### src/rtl/cpu_consts.svh
`ifndef CPU_CONSTS_SVH
`define CPU_CONSTS_SVH

// Memory depths as word address widths
`define CPU_IM_AW 8
`define CPU_DM_AW 8

// Major opcodes, bits 30:25
`define CPU_OP_ALU  6'h20
`define CPU_OP_ADDI 6'h28
`define CPU_OP_ORI  6'h2c
`define CPU_OP_LSW  6'h1c
`define CPU_OP_J    6'h24
`define CPU_OP_JAL  6'h25

// Register op selection
`define CPU_SUB_ADD 5'h00
`define CPU_SUB_SUB 5'h01
`define CPU_SUB_AND 5'h02
`define CPU_SUB_OR  5'h04
`define CPU_SUB_XOR 5'h03

`define CPU_LS_LW 8'h02
`define CPU_LS_SW 8'h0a

// Write-back source
`define CPU_WB_ALU  2'd0
`define CPU_WB_MEM  2'd1
`define CPU_WB_LINK 2'd2

`define CPU_LINK_REG 5'd31

`endif

### src/rtl/cpu_pkg.sv
package cpu_pkg;

	typedef struct packed {
		logic       spare;
		logic [5:0] opcode;
		logic [4:0] rt;
		logic [4:0] ra;
		logic [4:0] rb;
		logic [4:0] spare_lo;
		logic [4:0] sub_op_base;
	} instr_reg_t;

	typedef struct packed {
		logic        spare;
		logic [5:0]  opcode;
		logic [4:0]  rt;
		logic [4:0]  ra;
		logic        spare_lo;
		logic [13:0] imm14;
	} instr_imm_t;

	// Low byte of the offset shares its bits with sub_op_ls
	typedef struct packed {
		logic       spare;
		logic [5:0] opcode;
		logic [4:0] rt;
		logic [4:0] ra;
		logic [6:0] spare_lo;
		logic [7:0] sub_op_ls;
	} instr_ls_t;

	typedef struct packed {
		logic        spare;
		logic [5:0]  opcode;
		logic        spare_lo;
		logic [23:0] imm24;
	} instr_jump_t;

	typedef union packed {
		instr_reg_t  r;
		instr_imm_t  i;
		instr_ls_t   ls;
		instr_jump_t j;
	} instr_u;

	typedef struct packed {
		logic        valid;
		logic [31:0] pc;
		logic [31:0] instr;
	} if_id_t;

	typedef struct packed {
		logic        valid;
		logic [31:0] ra_data;
		logic [31:0] rt_data;
		logic [5:0]  opcode;
		logic [4:0]  sub_op_base;
		logic [7:0]  sub_op_ls;
		logic [13:0] imm14;
		logic [23:0] imm24;
		logic [4:0]  write_reg;
		logic [1:0]  select_write_reg;
		logic        do_dm_read;
		logic        do_dm_write;
		logic        do_reg_write;
		logic [31:0] alu_src2;
		logic [31:0] link;
	} id_ex_t;

	typedef struct packed {
		logic        valid;
		logic [31:0] alu_result;
		logic        alu_overflow;
		logic [31:0] store_data;
		logic [4:0]  write_reg;
		logic [1:0]  select_write_reg;
		logic        do_dm_read;
		logic        do_dm_write;
		logic        do_reg_write;
		logic [31:0] link;
	} ex_mem_t;

	typedef struct packed {
		logic [31:0] write_reg_data;
		logic [4:0]  write_reg;
		logic        do_reg_write;
		logic        overflow;
	} mem_wb_t;

	typedef struct packed {
		logic        valid;
		logic [4:0]  reg_num;
		logic [31:0] data;
		logic        overflow;
	} wb_event_t;

	typedef struct packed {
		logic        valid;
		logic [31:0] address;
		logic [31:0] data;
	} store_event_t;

endpackage

### src/rtl/decode_ctrl.sv
`include "cpu_consts.svh"

module decode_ctrl (
	input  cpu_pkg::if_id_t fetched,
	input  logic [31:0]     ra_data,
	input  logic [31:0]     rt_data,
	output logic [4:0]      ra_addr,
	output logic [4:0]      rt_addr,
	output cpu_pkg::id_ex_t decoded,
	output logic            jump_taken,
	output logic [23:0]     jump_target
);
	import cpu_pkg::*;

	instr_u      word;
	logic [5:0]  opcode;
	logic [31:0] imm_sext;
	logic [31:0] imm_zext;
	logic        writes_reg;

	assign word     = fetched.instr;
	assign opcode   = word.r.opcode;
	assign imm_sext = {{18{word.i.imm14[13]}}, word.i.imm14};
	assign imm_zext = {18'd0, word.i.imm14};

	// Second port reads rb for register ops, rt otherwise (store data)
	assign ra_addr = word.r.ra;
	assign rt_addr = (opcode == `CPU_OP_ALU) ? word.r.rb : word.r.rt;

	assign jump_taken  = fetched.valid && (opcode == `CPU_OP_J || opcode == `CPU_OP_JAL);
	assign jump_target = word.j.imm24;

	always_comb begin
		writes_reg               = 1'b0;
		decoded.valid            = fetched.valid;
		decoded.ra_data          = ra_data;
		decoded.rt_data          = rt_data;
		decoded.opcode           = opcode;
		decoded.sub_op_base      = word.r.sub_op_base;
		decoded.sub_op_ls        = word.ls.sub_op_ls;
		decoded.imm14            = word.i.imm14;
		decoded.imm24            = word.j.imm24;
		decoded.write_reg        = word.r.rt;
		decoded.select_write_reg = `CPU_WB_ALU;
		decoded.do_dm_read       = 1'b0;
		decoded.do_dm_write      = 1'b0;
		decoded.alu_src2         = 32'd0;
		decoded.link             = fetched.pc + 32'd1;

		case (opcode)
			`CPU_OP_ALU: begin
				writes_reg       = 1'b1;
				decoded.alu_src2 = rt_data;
			end
			`CPU_OP_ADDI: begin
				writes_reg       = 1'b1;
				decoded.alu_src2 = imm_sext;
			end
			`CPU_OP_ORI: begin
				writes_reg       = 1'b1;
				decoded.alu_src2 = imm_zext;
			end
			`CPU_OP_LSW: begin
				decoded.alu_src2 = imm_sext; // Word offset
				if (word.ls.sub_op_ls == `CPU_LS_LW) begin
					writes_reg                 = 1'b1;
					decoded.do_dm_read         = fetched.valid;
					decoded.select_write_reg   = `CPU_WB_MEM;
				end else if (word.ls.sub_op_ls == `CPU_LS_SW) begin
					decoded.do_dm_write = fetched.valid;
				end
			end
			`CPU_OP_JAL: begin
				writes_reg               = 1'b1;
				decoded.write_reg        = `CPU_LINK_REG;
				decoded.select_write_reg = `CPU_WB_LINK;
			end
			default: ;
		endcase

		// r0 as destination drops the write
		decoded.do_reg_write = fetched.valid && writes_reg && (decoded.write_reg != 5'd0);
	end

endmodule

### config.mk
export PLATFORM = sky130hd
export DESIGN_NAME = decode_ctrl
export DESIGN_NICKNAME = d
export VERILOG_FILES = /design/src/rtl/cpu_pkg.sv /design/src/rtl/decode_ctrl.sv
export VERILOG_INCLUDE_DIRS = /design/src /design/src/rtl
export SDC_FILE = /design/constraint.sdc
export NUM_CORES = 1
export LEC_CHECK = 0
export BUFFER_PORTS_ARGS = -buffer_cell sky130_fd_sc_hd__buf_2
export CAP_MARGIN = 10
export CORE_AREA = 2 2 139 141
export DETAILED_ROUTE_END_ITERATION = 8
export DIE_AREA = 0 0 141 143
export PLACE_DENSITY = 0.49
export SLEW_MARGIN = 0
export SYNTH_ARGS = -nofsm -noshare
export SYNTH_HDL_FRONTEND = slang
export SYNTH_SLANG_ARGS = --single-unit
### constraint.sdc
create_clock -name vclk -period 1.2
set_clock_uncertainty 0.05 [all_clocks]
set_input_delay 0.06 -clock vclk [all_inputs]
set_output_delay 0.06 -clock vclk [all_outputs]
set_load 0.02 [all_outputs]
* Yosys cells after proc, flatten, opt, wreduce, memory -nomap -nowiden
Cells that the tools add are included.
W data, S select, Z words.
** Cells by class
- Add/subtract/negate cells :: 1
- Eq/ne operators :: 8
- Muxes and demuxes :: 10
- Reductions and logical operators :: 7
** Operator list (count)
- $pmux W32 S3 :: 1
- $add A32 B1 Y32 const B :: 1
- $eq A6 B6 Y1 const B :: 5
- $mux W5 :: 2
- $eq A8 B2 Y1 const B :: 1
- $eq A8 B4 Y1 const B :: 1
- $eq A6 B5 Y1 const B :: 1
- $reduce_bool A5 Y1 :: 1
- $mux W2 :: 2
- $pmux W2 S2 :: 1
- $reduce_or A4 Y1 :: 1
- $logic_and A1 B1 Y1 :: 3
- $mux W1 :: 3
- $pmux W1 S2 :: 1
- $reduce_or A2 Y1 :: 1
- $logic_or A1 B1 Y1 :: 1
** Word-level totals
- Bits in registers :: 0
- Output and inout port bits :: 231
- Word-level logic and storage cells :: 26

* Longest topological paths before layout
Gate-level depths: netlist of run 1.
- Depth in word-level cells :: 5
- Mapped depth :: 5
- Gate-level depth less buffers :: 4

* Least setup slack after synthesis of run 1
Ideal clock, no wire load.
- Path kind :: input to output
- Start point :: input fetched[26] (netlist name)
- End point :: output decoded[64] (netlist name)
- Arrival time :: 1.304 ns
- Setup slack :: -0.214 ns
- Cell stages on the path :: 4
- Cell sequence :: or3b_2 > nor2_1 > and3_1 > o221a_2
** RTL lines
- start, declared :: line decode_ctrl.sv:4 : input cpu_pkg::if_id_t fetched,
- end, declared :: line decode_ctrl.sv:9 : output cpu_pkg::id_ex_t decoded,

==> results of run 1 <==
-- routing by layer --
layer / up-vias / part of all wire, %
li1: 1341 / -
met1: 1340 / 36
met2: 184 / 55
met3: 6 / 8.0
met4: 0 / 0.89
met5: - / 0
-- synth_stat cells, drive strengths merged (2+ instances only) --
| library cell | n |
|---|---|
| buf | 160 |
| xor2 | 20 |
| a21o | 18 |
| a22o | 14 |
| nand2 | 11 |
| nor3 | 11 |
| nor4 | 11 |
| xnor2 | 11 |
| nand3 | 10 |
| inv | 7 |
| nor2 | 6 |
| and3 | 5 |
| mux2 | 5 |
| nand4 | 5 |
| or2 | 5 |
| and4 | 4 |
| and2 | 2 |
| nor3b | 2 |
| nor4b | 2 |
-- kinds of logic after synthesis --
| logic type | Yosys count | synth area share, % |
|---|---|---|
| buffers and inverters | 167 | 51.4 |
| and+or+nand+nor | 79 | 22.2 |
| AOI/OAI and AO/OA | 35 | 12.0 |
| xor gates and xnor gates | 31 | 11.4 |
| adders and majority gates | 1 | 0.527 |
| muxes | 5 | 2.37 |
-- per-stage QoR --
stage	TNS (ns)	hold WS (ns)	worst slack [ns]	util, %	power (mW)
2_1_floorplan	-1.47	0.147	-0.0848	-	1.06
3_3_place_gp	-16.82	0.0701	-0.346	20.8	1.31
3_5_place_dp	-16.61	0.0701	-0.320	20.8	1.30
4_1_cts	-13.76	0.0701	-0.311	24.9	1.44
5_1_grt	-15.47	0.0700	-0.347	26.6	1.58
6_report	-12.06	0.0700	-0.285	26.6	1.49
-- area by class of cell --
class              count  area, um2  share of cell area [%]
well taps            234        293                    5.92
multi-input cells    151       1870                    37.8
repair buffers       367       2760                    55.7
inverters              7       26.3                   0.531
-- critical path, cell delays in order --
cell                      delay (ns)
sky130_fd_sc_hd__buf_6          0.07
sky130_fd_sc_hd__and4_4         0.24
sky130_fd_sc_hd__buf_6          0.11
sky130_fd_sc_hd__nand4_4        0.11
sky130_fd_sc_hd__buf_12         0.18
sky130_fd_sc_hd__nor4_4         0.27
sky130_fd_sc_hd__xor2_2         0.19
sky130_fd_sc_hd__buf_6          0.14
-- cell usage in the layout, fill, tap and decap left out, types with 9 or more instances in the layout --
cell | Yosys | routed
sky130_fd_sc_hd__buf_2 | 6 | 195
sky130_fd_sc_hd__buf_4 | 152 | 83
sky130_fd_sc_hd__buf_6 | 2 | 71
sky130_fd_sc_hd__a22o_4 | 0 | 12
sky130_fd_sc_hd__a21o_4 | 0 | 11
sky130_fd_sc_hd__xor2_2 | 0 | 11
sky130_fd_sc_hd__nor4_4 | 2 | 10
sky130_fd_sc_hd__nand2_1 | 11 | 10
sky130_fd_sc_hd__xor2_1 | 20 | 9
sky130_fd_sc_hd__nor3_4 | 0 | 9
sky130_fd_sc_hd__buf_12 | 0 | 9
-- power groups by stage --
stage	Sequential, mW	Clock, mW	Combinational [mW]
after floorplan	0	0	1.06
after global placement	0	0	1.31
after detailed placement	0	0	1.30
after CTS	0	0	1.44
after global routing	0	0	1.58
final	0	0	1.49
-- how the worst max path moves through the flow --
stage                  end         from
2_1_floorplan  decoded[31]  fetched[44]
3_3_place_gp    rt_addr[4]  fetched[29]
3_5_place_dp    rt_addr[4]  fetched[30]
4_1_cts        decoded[31]  fetched[34]
5_1_grt        decoded[31]  fetched[34]
6_report       decoded[31]  fetched[34]
-- what timing repair did --
action,in CTS,in global routing
hold buffers,0,0
buffers inserted,10,8
resized for setup,166,47
cloned,2,3
endpoints found under the setup margin,71,70
pin swaps,30,24
==> impl_metrics.prom, run 1 <==
# TYPE chip_impl_metric gauge
chip_impl_metric{name="p_leak",unit="nW"} 2.71
chip_impl_metric{name="syn-num-nets",unit=""} 448
chip_impl_metric{name="detail_route.first_pass.iterations",unit=""} 4
chip_impl_metric{name="detailedPlacementHpwl",unit="um"} 9330
chip_impl_metric{name="clkPwrFrac",unit="%"} 0
chip_impl_info{name="origin_of_the_worst_min_delay_path",value="ra_data[2]"} 1
chip_impl_metric{name="power.sequential.fraction",unit="%"} 0
chip_impl_metric{name="design.seq.count",unit=""} 0
chip_impl_metric{name="cellPowerDensity",unit="nW/um2"} 302
chip_impl_metric{name="max-cap-violations",unit=""} 0
chip_impl_metric{name="final-max-slew-violation-count",unit=""} 0
chip_impl_metric{name="largest_net_degree_at_the_start_of_global_routing",unit=""} 19
chip_impl_metric{name="use_met2",unit="%"} 19.6
chip_impl_metric{name="num_io_pins",unit=""} 360
chip_impl_metric{name="initialDrtViolationCount",unit=""} 48
chip_impl_metric{name="syn_area_per_cell",unit="um2"} 7.46
chip_impl_metric{name="layout-area-overhead-vs-synth",unit="%"} 108
chip_impl_metric{name="crit_arrival",unit="ns"} 1.38
chip_impl_info{name="crit_path_end_kind",value="output pin"} 1
chip_impl_metric{name="die_area",unit="um2"} 20200
chip_impl_metric{name="placedCellCount",unit=""} 738
chip_impl_info{name="hold_path.class",value="input port to output pin"} 1
chip_impl_metric{name="grt_overflow",unit=""} 0
chip_impl_metric{name="clock_buffer_count",unit=""} 0
chip_impl_metric{name="floorplan.core_area",unit="um2"} 18600
chip_impl_metric{name="design_area",unit="um2"} 4950
chip_impl_info{name="holdPathEnd",value="decoded[165]"} 1
chip_impl_metric{name="fin_nets",unit=""} 657
chip_impl_metric{name="final.min_clock_period",unit="ns"} 1.49
chip_impl_metric{name="groute.layer.met1.usage",unit="%"} 11.1
chip_impl_info{name="cell_type_with_the_largest_total_area_after_synthesis",value="sky130_fd_sc_hd__buf_4"} 1
chip_impl_metric{name="place_area",unit="um2"} 3870
chip_impl_metric{name="grt_pass1_wl",unit="um"} 15900
chip_impl_metric{name="p_sw_share",unit="%"} 55.7
chip_impl_metric{name="antenna_found_initial",unit=""} 0
chip_impl_metric{name="drt_drc_violations_left",unit=""} 0
chip_impl_metric{name="io_buffers",unit=""} 275
chip_impl_metric{name="die_h",unit="um"} 143
chip_impl_metric{name="max-slew-margin-rel",unit="%"} 72.6
chip_impl_metric{name="worst_slew_pin_slew",unit="ns"} 0.408
chip_impl_metric{name="antenna_left",unit=""} 0
chip_impl_metric{name="power.combinational.fraction",unit="%"} 100.0
chip_impl_metric{name="seq_area_frac_synth",unit="%"} 0
chip_impl_metric{name="layout_setup_ws",unit="ns"} -0.285
chip_impl_metric{name="synth_cell_type_count",unit=""} 36
chip_impl_metric{name="cellInternalPower",unit="mW"} 0.661
chip_impl_metric{name="antenna_cells_inserted",unit=""} 0
chip_impl_info{name="violations",value="setup timing"} 1
chip_impl_metric{name="max_freq",unit="MHz"} 673
chip_impl_metric{name="critical_path_required",unit="ns"} 1.09
chip_impl_info{name="setup.worst_path.start_class",value="input port"} 1
chip_impl_metric{name="start_util",unit="%"} 12.8
chip_impl_metric{name="synth_top_area_share",unit="%"} 48.1
chip_impl_metric{name="hold_viol_final",unit=""} 0
chip_impl_metric{name="rows",unit=""} 50
chip_impl_metric{name="hold_path_depth",unit=""} 0
chip_impl_metric{name="finalCritPeriodShare",unit="%"} 124
chip_impl_metric{name="drive_above_1_share",unit="%"} 88.2
chip_impl_metric{name="ff_latch_area",unit="um2"} 0
chip_impl_info{name="synth.top_cells.by_area",value="sky130_fd_sc_hd__buf_4 48%, sky130_fd_sc_hd__xor2_1 7.4%, sky130_fd_sc_hd__a21o_1 5.7%"} 1
chip_impl_info{name="gr-max-usage-layer",value="met2"} 1
chip_impl_metric{name="place_congestion",unit=""} 0.765
chip_impl_metric{name="syn-instance-count",unit=""} 318
chip_impl_info{name="timing.setup.critical_path_class",value="input port to output pin"} 1
chip_impl_metric{name="drt-total-wl",unit="um"} 11500
chip_impl_metric{name="grt_use_total",unit="%"} 9.87
chip_impl_metric{name="synth.yosys.warnings",unit=""} 0
chip_impl_info{name="run_status",value="finished with violations"} 1
chip_impl_metric{name="timing.final.setup_violations",unit=""} 64
chip_impl_metric{name="floorplan.die.width",unit="um"} 141
chip_impl_metric{name="fillers",unit=""} 1966
chip_impl_metric{name="path_max_fanout",unit=""} 7
chip_impl_info{name="rsz0062_at_grt",value="true"} 1
chip_impl_metric{name="vias_in_the_first_global_route",unit=""} 2749
chip_impl_metric{name="routed_via_count",unit=""} 2871
chip_impl_metric{name="routed_wl_per_cell",unit="um"} 15.1
chip_impl_metric{name="vias_per_cell",unit=""} 3.78
chip_impl_metric{name="synth.cell_area",unit="um2"} 2370
chip_impl_metric{name="max-vdd-ir-drop",unit="uV"} 220
chip_impl_metric{name="global_route.usage.met3",unit="%"} 2.38
chip_impl_metric{name="net-switching-power",unit="mW"} 0.833
chip_impl_metric{name="stdcell_count",unit=""} 759
Power figures use the tool's default switching activity.
==> run 2, diff against run 1 <==
- ABC_AREA: not set -> 1
- BUFFER_PORTS_ARGS: -buffer_cell sky130_fd_sc_hd__buf_2 -> -buffer_cell sky130_fd_sc_hd__buf_4
- PLACE_DENSITY: 0.49 -> 0.51
==> run 2 against run 1 <==
The flow still finishes with violations (setup timing). Die area unchanged. Maximum frequency increased by 9.9%. Clock-buffer cell count stayed put. Combinational power up 15%. Highest routed layer unchanged.
==> impl_metrics.prom, run 2 <==
# TYPE chip_impl_metric gauge
chip_impl_info{name="run_status",value="finished with violations"} 1
chip_impl_info{name="violations",value="setup timing"} 1
chip_impl_metric{name="whs",unit="ns"} 0.0700
chip_impl_metric{name="cellInternalPower",unit="mW"} 0.786
chip_impl_metric{name="layout-area-overhead-vs-synth",unit="%"} 92.6
chip_impl_metric{name="antenna_found_initial",unit=""} 1
chip_impl_metric{name="grt_pass1_wl",unit="um"} 18500
chip_impl_info{name="synth_common_cells",value="203 x sky130_fd_sc_hd__nand2_1, 152 x sky130_fd_sc_hd__buf_4, 54 x sky130_fd_sc_hd__nor2_1"} 1
chip_impl_metric{name="cp_slowest_stage_delay",unit="ns"} 0.22
chip_impl_metric{name="power.total",unit="mW"} 1.71
chip_impl_info{name="mostFrequentLayoutCell",value="sky130_fd_sc_hd__buf_4"} 1
chip_impl_metric{name="max-vdd-ir-drop",unit="uV"} 162
chip_impl_info{name="hold_path.class",value="input port to output pin"} 1
chip_impl_metric{name="clkPwrFrac",unit="%"} 0
chip_impl_metric{name="place_congestion",unit=""} 0.887
chip_impl_info{name="holdPathEnd",value="decoded[167]"} 1
chip_impl_metric{name="die_h",unit="um"} 143
chip_impl_metric{name="final.setup.tns",unit="ns"} -3.55
chip_impl_info{name="setup.worst_path.start_class",value="input port"} 1
chip_impl_metric{name="power.sequential.fraction",unit="%"} 0
chip_impl_metric{name="floorplan.core_area",unit="um2"} 18600
chip_impl_metric{name="cellPowerDensity",unit="nW/um2"} 328
chip_impl_metric{name="antenna_left",unit=""} 0
chip_impl_metric{name="syn-instance-count",unit=""} 513
chip_impl_metric{name="layout_setup_ws",unit="ns"} -0.152
chip_impl_metric{name="die_area",unit="um2"} 20200
chip_impl_info{name="cell_type_with_the_largest_total_area_after_synthesis",value="sky130_fd_sc_hd__buf_4"} 1
chip_impl_metric{name="grt_overflow",unit=""} 0
chip_impl_metric{name="hold_path_depth",unit=""} 0
chip_impl_metric{name="syn_area_per_cell",unit="um2"} 5.29
chip_impl_metric{name="start_util",unit="%"} 14.6
chip_impl_metric{name="drive_above_1_share",unit="%"} 65.6
chip_impl_info{name="critical-path-top-cell-by-count",value="sky130_fd_sc_hd__buf_6"} 1
chip_impl_info{name="crit_path_end_kind",value="output pin"} 1
chip_impl_metric{name="synth_top_area_share",unit="%"} 42.1
chip_impl_metric{name="seq_area_frac_synth",unit="%"} 0
chip_impl_metric{name="detailedPlacementHpwl",unit="um"} 11300
chip_impl_info{name="timing.setup.critical_path_class",value="input port to output pin"} 1
chip_impl_metric{name="initialDrtViolationCount",unit=""} 74
chip_impl_metric{name="drt-total-wl",unit="um"} 13900
chip_impl_metric{name="hold_viol_final",unit=""} 0
chip_impl_info{name="rsz0062_at_grt",value="true"} 1
chip_impl_info{name="mostFrequentLayoutCells",value="266 x sky130_fd_sc_hd__buf_4, 140 x sky130_fd_sc_hd__nand2_1, 55 x sky130_fd_sc_hd__buf_6, 46 x sky130_fd_sc_hd__nand2_2, 36 x sky130_fd_sc_hd__inv_1"} 1
chip_impl_metric{name="net-switching-power",unit="mW"} 0.929
chip_impl_metric{name="vias_per_cell",unit=""} 3.85
chip_impl_metric{name="finalCritPeriodShare",unit="%"} 113
chip_impl_metric{name="power.combinational.fraction",unit="%"} 100.0
chip_impl_metric{name="num_io_pins",unit=""} 360
chip_impl_metric{name="syn-num-nets",unit=""} 643
chip_impl_metric{name="design.seq.count",unit=""} 0
chip_impl_metric{name="final-max-slew-violation-count",unit=""} 0
chip_impl_metric{name="fillers",unit=""} 2064
chip_impl_metric{name="cts_hold_repair.buffers",unit=""} 0
chip_impl_metric{name="floorplan.die.width",unit="um"} 141
chip_impl_metric{name="timing.final.setup_violations",unit=""} 33
chip_impl_metric{name="vias_in_the_first_global_route",unit=""} 3282
chip_impl_metric{name="grt_use_total",unit="%"} 11.8
chip_impl_metric{name="routed_wl_per_cell",unit="um"} 15.0
chip_impl_metric{name="rows",unit=""} 50
chip_impl_metric{name="p_sw_share",unit="%"} 54.2
chip_impl_metric{name="synth.cell_area",unit="um2"} 2710
chip_impl_metric{name="max-slew-margin-rel",unit="%"} 80.6
chip_impl_metric{name="io_buffers",unit=""} 275
chip_impl_metric{name="synth.yosys.warnings",unit=""} 0
chip_impl_metric{name="drt_drc_violations_left",unit=""} 0
chip_impl_metric{name="synth_cell_type_count",unit=""} 20
chip_impl_metric{name="placement.setup.worst_slack",unit="ns"} -0.155
chip_impl_metric{name="max_freq",unit="MHz"} 740
chip_impl_info{name="timing.critical_path.slowest_stage_cell",value="sky130_fd_sc_hd__o21ai_4"} 1
chip_impl_metric{name="path_max_fanout",unit=""} 7
chip_impl_info{name="synth.top_cells.by_area",value="sky130_fd_sc_hd__buf_4 42%, sky130_fd_sc_hd__nand2_1 28%, sky130_fd_sc_hd__nor2_1 7.5%"} 1
chip_impl_metric{name="critical_path_required",unit="ns"} 1.09
chip_impl_info{name="yosysMostFrequentCell",value="sky130_fd_sc_hd__nand2_1"} 1
chip_impl_metric{name="detail_route.first_pass.iterations",unit=""} 4
chip_impl_info{name="crit_chain",value="buf_6 -> nor2_4 -> nand2_4 -> buf_6 -> o21ai_4 -> buf_12 -> buf_12 -> nand2_1 -> nand2_1 -> buf_6"} 1
chip_impl_metric{name="clock_buffer_count",unit=""} 0
chip_impl_metric{name="max-cap-violations",unit=""} 0
chip_impl_metric{name="final.min_clock_period",unit="ns"} 1.35
chip_impl_metric{name="ff_latch_area",unit="um2"} 0
chip_impl_metric{name="crit_arrival",unit="ns"} 1.24
chip_impl_metric{name="routed_via_count",unit=""} 3573
chip_impl_info{name="origin_of_the_worst_min_delay_path",value="ra_data[4]"} 1
chip_impl_metric{name="largest_net_degree_at_the_start_of_global_routing",unit=""} 20
chip_impl_metric{name="worst_slew_pin_slew",unit="ns"} 0.289
chip_impl_metric{name="p_leak",unit="nW"} 2.86
chip_impl_metric{name="fin_nets",unit=""} 824
-- run 2: metal layers --
layer  global-route usage, %  vias to the layer above  routed length (um)
met4                    1.37                        0                 191
met5                       0                        -                   0
met1                    12.2                     1587                4820
li1                        -                     1758                   -
met2                    24.5                      204                7680
met3                    2.82                       24                1220
-- run 2: cells by family (layout without fill, tap and decap cells) --
family | count (synthesis) | count (layout) | synth area share [%]
adder cells (fa/ha/maj) | 1 | 1 | 0.461
XOR/XNOR | 15 | 15 | 4.84
AO/OA/AOI/OAI | 7 | 7 | 1.71
other | 0 | 1 | 0
AND/OR/NAND/NOR | 291 | 293 | 44.0
buffers and inverters | 199 | 376 | 49.0
-- run 2: worst max-delay path by stage --
stage                      from          end  depth (start not counted)
finish              fetched[26]  decoded[35]                         10
global route        fetched[26]  decoded[38]                         10
CTS                 fetched[26]  decoded[54]                          8
detailed placement  fetched[32]  decoded[16]                          9
global placement    fetched[29]  decoded[38]                          8
floorplan           fetched[32]  decoded[15]                          5
-- run 2: cell type report --
cell class / instances / area, um2 / area share [%]
tap: 234 / 293 / 5.60
multi-input combinational: 316 / 1880 / 36.0
timing repair buffer: 334 / 2880 / 55.2
antenna: 1 / 2.50 / 0.0479
inverter: 42 / 165 / 3.16
-- run 2: per-stage QoR --
step / utilization [%] / cell area (um2) / cells
2_1_floorplan: - / 2730 / 513
3_3_place_gp: 23.0 / 4280 / 912
3_5_place_dp: 23.0 / 4280 / 912
4_1_cts: 25.2 / 4690 / 921
5_1_grt: 28.1 / 5220 / 926
6_report: 28.1 / 5220 / 927
-- run 2: power groups by stage --
stage | clock network (mW) | logic (mW) | registers (mW)
4_1_cts | 0 | 1.60 | 0
3_3_place_gp | 0 | 1.52 | 0
2_1_floorplan | 0 | 1.06 | 0
6_report | 0.000000112 | 1.71 | 0
3_5_place_dp | 0 | 1.52 | 0
5_1_grt | 0 | 1.81 | 0
-- run 2: critical path, delay by kind of cell --
family                 cells  cell delay (ns)
buffers and inverters      5             0.64
AND/OR/NAND/NOR            4             0.32
AO/OA/AOI/OAI              1             0.22
-- run 2: what timing repair did --
action	CTS	global route
pin swaps	13	45
buffers inserted	6	3
resized for setup	78	142
cloned	4	3
endpoints found under the setup margin	60	62
hold endpoints to repair	0	0
==> run 3, diff against run 2 <==
- PLACE_DENSITY: 0.51 -> not set
==> run 3 against run 2 <==
The run still ends with setup timing left. Sequential share of layout area is the same. Clock-buffer cell count did not move. Combinational power barely moved. Wire length fell by 1.3%. Design area grew 0.69%. Maximum frequency is 3.1% higher. Sequential cell count unchanged. Global-route usage decreased by 0.083 points. Total power grew 0.13%. Largest power group unchanged. Highest routed layer unchanged.
==> impl_metrics.prom, run 3 (same netlist as run 2, synthesis figures left out) <==
# TYPE chip_impl_metric gauge
chip_impl_info{name="crit_path_end_kind",value="output pin"} 1
chip_impl_metric{name="p_leak",unit="nW"} 2.93
chip_impl_metric{name="detail_route.first_pass.iterations",unit=""} 5
chip_impl_metric{name="design.seq.count",unit=""} 0
chip_impl_metric{name="worst-path-buf-inv",unit=""} 5
chip_impl_metric{name="drt_drc_violations_left",unit=""} 0
chip_impl_metric{name="die_h",unit="um"} 143
chip_impl_metric{name="worst_slew_pin_slew",unit="ns"} 0.330
chip_impl_info{name="violations",value="setup timing"} 1
chip_impl_info{name="crit_chain",value="buf_6 -> nor2_4 -> nand2_4 -> nor3_4 -> buf_6 -> buf_12 -> clkbuf_16 -> nand2_2 -> nand2_1 -> buf_6"} 1
chip_impl_metric{name="floorplan.die.width",unit="um"} 141
chip_impl_metric{name="timing.final.setup_violations",unit=""} 39
chip_impl_metric{name="routed_wl_per_cell",unit="um"} 14.7
chip_impl_metric{name="finalCritPeriodShare",unit="%"} 109
chip_impl_metric{name="net-switching-power",unit="mW"} 0.929
chip_impl_metric{name="grt_use_total",unit="%"} 11.7
chip_impl_metric{name="die_area",unit="um2"} 20200
chip_impl_metric{name="floorplan.core_area",unit="um2"} 18600
chip_impl_metric{name="largest_net_degree_at_the_start_of_global_routing",unit=""} 19
chip_impl_metric{name="grt_pass1_wl",unit="um"} 18600
chip_impl_metric{name="rows",unit=""} 50
chip_impl_info{name="highest_layer",value="met4"} 1
chip_impl_metric{name="fin_nets",unit=""} 830
chip_impl_metric{name="cellPowerDensity",unit="nW/um2"} 326
chip_impl_metric{name="wl_met2",unit="um"} 7930
chip_impl_metric{name="detailedPlacementHpwl",unit="um"} 11000
chip_impl_metric{name="layout-area-overhead-vs-synth",unit="%"} 93.9
chip_impl_metric{name="antenna_left",unit=""} 0
chip_impl_metric{name="drive_above_1_share",unit="%"} 66.0
chip_impl_info{name="mostFrequentLayoutCells",value="280 x sky130_fd_sc_hd__buf_4, 134 x sky130_fd_sc_hd__nand2_1, 50 x sky130_fd_sc_hd__buf_6, 47 x sky130_fd_sc_hd__nand2_2, 37 x sky130_fd_sc_hd__inv_1"} 1
chip_impl_metric{name="final.min_clock_period",unit="ns"} 1.31
chip_impl_metric{name="final-max-slew-violation-count",unit=""} 0
chip_impl_metric{name="route.layer.met1.wl",unit="um"} 4370
chip_impl_metric{name="critical_path_required",unit="ns"} 1.09
chip_impl_metric{name="place_congestion",unit=""} 0.895
chip_impl_info{name="setup.worst_path.start_class",value="input port"} 1
chip_impl_metric{name="max-vdd-ir-drop",unit="uV"} 159
chip_impl_metric{name="num_io_pins",unit=""} 360
chip_impl_metric{name="cellInternalPower",unit="mW"} 0.787
chip_impl_metric{name="routed_via_count",unit=""} 3609
chip_impl_metric{name="max-slew-margin-rel",unit="%"} 77.8
chip_impl_metric{name="power.sequential.fraction",unit="%"} 0
chip_impl_metric{name="max_freq",unit="MHz"} 763
chip_impl_metric{name="antenna_found_initial",unit=""} 1
chip_impl_info{name="hold_path.class",value="input port to output pin"} 1
chip_impl_metric{name="io_buffers",unit=""} 275
chip_impl_info{name="path_delay_family",value="buffers and inverters"} 1
chip_impl_metric{name="p_sw_share",unit="%"} 54.1
chip_impl_metric{name="stdcell_count",unit=""} 933
chip_impl_metric{name="clkPwrFrac",unit="%"} 0
chip_impl_info{name="timing.critical_path.slowest_stage_cell",value="sky130_fd_sc_hd__nor3_4"} 1
chip_impl_metric{name="clock_buffer_count",unit=""} 0
chip_impl_metric{name="vias_per_cell",unit=""} 3.87
chip_impl_metric{name="placedCellCount",unit=""} 915
chip_impl_metric{name="vias_in_the_first_global_route",unit=""} 3411
chip_impl_metric{name="initialDrtViolationCount",unit=""} 85
chip_impl_info{name="critical-path-top-cell-by-count",value="sky130_fd_sc_hd__buf_6"} 1
chip_impl_metric{name="power.combinational.fraction",unit="%"} 100.0
chip_impl_info{name="rsz0062_at_grt",value="true"} 1
chip_impl_metric{name="grt_overflow",unit=""} 0
chip_impl_metric{name="crit_arrival",unit="ns"} 1.20
chip_impl_metric{name="ff_latch_area",unit="um2"} 0
chip_impl_info{name="timing.setup.critical_path_class",value="input port to output pin"} 1
chip_impl_metric{name="drt-total-wl",unit="um"} 13700
chip_impl_metric{name="hold_viol_final",unit=""} 0
chip_impl_metric{name="cts_hold_repair.buffers",unit=""} 0
chip_impl_metric{name="start_util",unit="%"} 14.6
chip_impl_metric{name="path_max_fanout",unit=""} 5
chip_impl_metric{name="cp_slowest_stage_delay",unit="ns"} 0.16
chip_impl_metric{name="wl_met3",unit="um"} 1140
chip_impl_info{name="mostFrequentLayoutCell",value="sky130_fd_sc_hd__buf_4"} 1
chip_impl_metric{name="layout.core_utilization",unit="%"} 28.3
chip_impl_info{name="run_status",value="finished with violations"} 1
chip_impl_metric{name="max-cap-violations",unit=""} 0
chip_impl_metric{name="layout_setup_ws",unit="ns"} -0.111
## run 3: worst paths after layout
| check | startpoint | endpoint | slack, ns | cells past startpoint |
|---|---|---|---|---|
| hold / removal | ra_data[30] | decoded[193] | 0.07 | 0 |
| setup / recovery | fetched[26] | decoded[51] | -0.11 | 10 |
## run 3: metal layers
layer / track usage, % / vias up
li1: - / 1751
met1: 11.4 / 1620
met2: 25.6 / 215
met3: 2.01 / 23
met4: 1.95 / 0
met5: 0 / -
## run 3: what timing repair did
action	in CTS	in global routing
gates cloned	5	2
endpoints found under the setup margin	57	63
setup buffers	7	3
pin swaps	12	48
hold endpoints to repair	0	0
resized for setup	82	133
## run 3: area by class of cell
class | instances | area (um2)
Antenna cell | 1 | 2.50
Fill cell | 2028 | 13300
Tap cell | 234 | 293
Timing Repair Buffer | 342 | 2930
Multi-Input combinational cell | 314 | 1870
Inverter | 42 | 163
## run 3: per-stage QoR
step / hold WS [ns] / instance area (um2) / setup TNS (ns) / total power, mW / worst slack [ns]
2_1_floorplan: 0.159 / 2730 / 0 / 1.06 / 0.0122
3_5_place_dp: 0.0701 / 4310 / -4.08 / 1.53 / -0.177
4_1_cts: 0.0701 / 4750 / -2.14 / 1.61 / -0.0809
5_1_grt: 0.0700 / 5260 / -5.64 / 1.82 / -0.174
6_report: 0.0700 / 5260 / -2.21 / 1.72 / -0.111
3_3_place_gp: 0.0701 / 4310 / -3.91 / 1.52 / -0.168
## run 3: power groups by stage
stage           clock (mW)  sequential [mW]  combinational (mW)
6_report       0.000000112                0                1.72
2_1_floorplan            0                0                1.06
5_1_grt        0.000000111                0                1.82
3_5_place_dp             0                0                1.53
4_1_cts                  0                0                1.61
3_3_place_gp             0                0                1.52
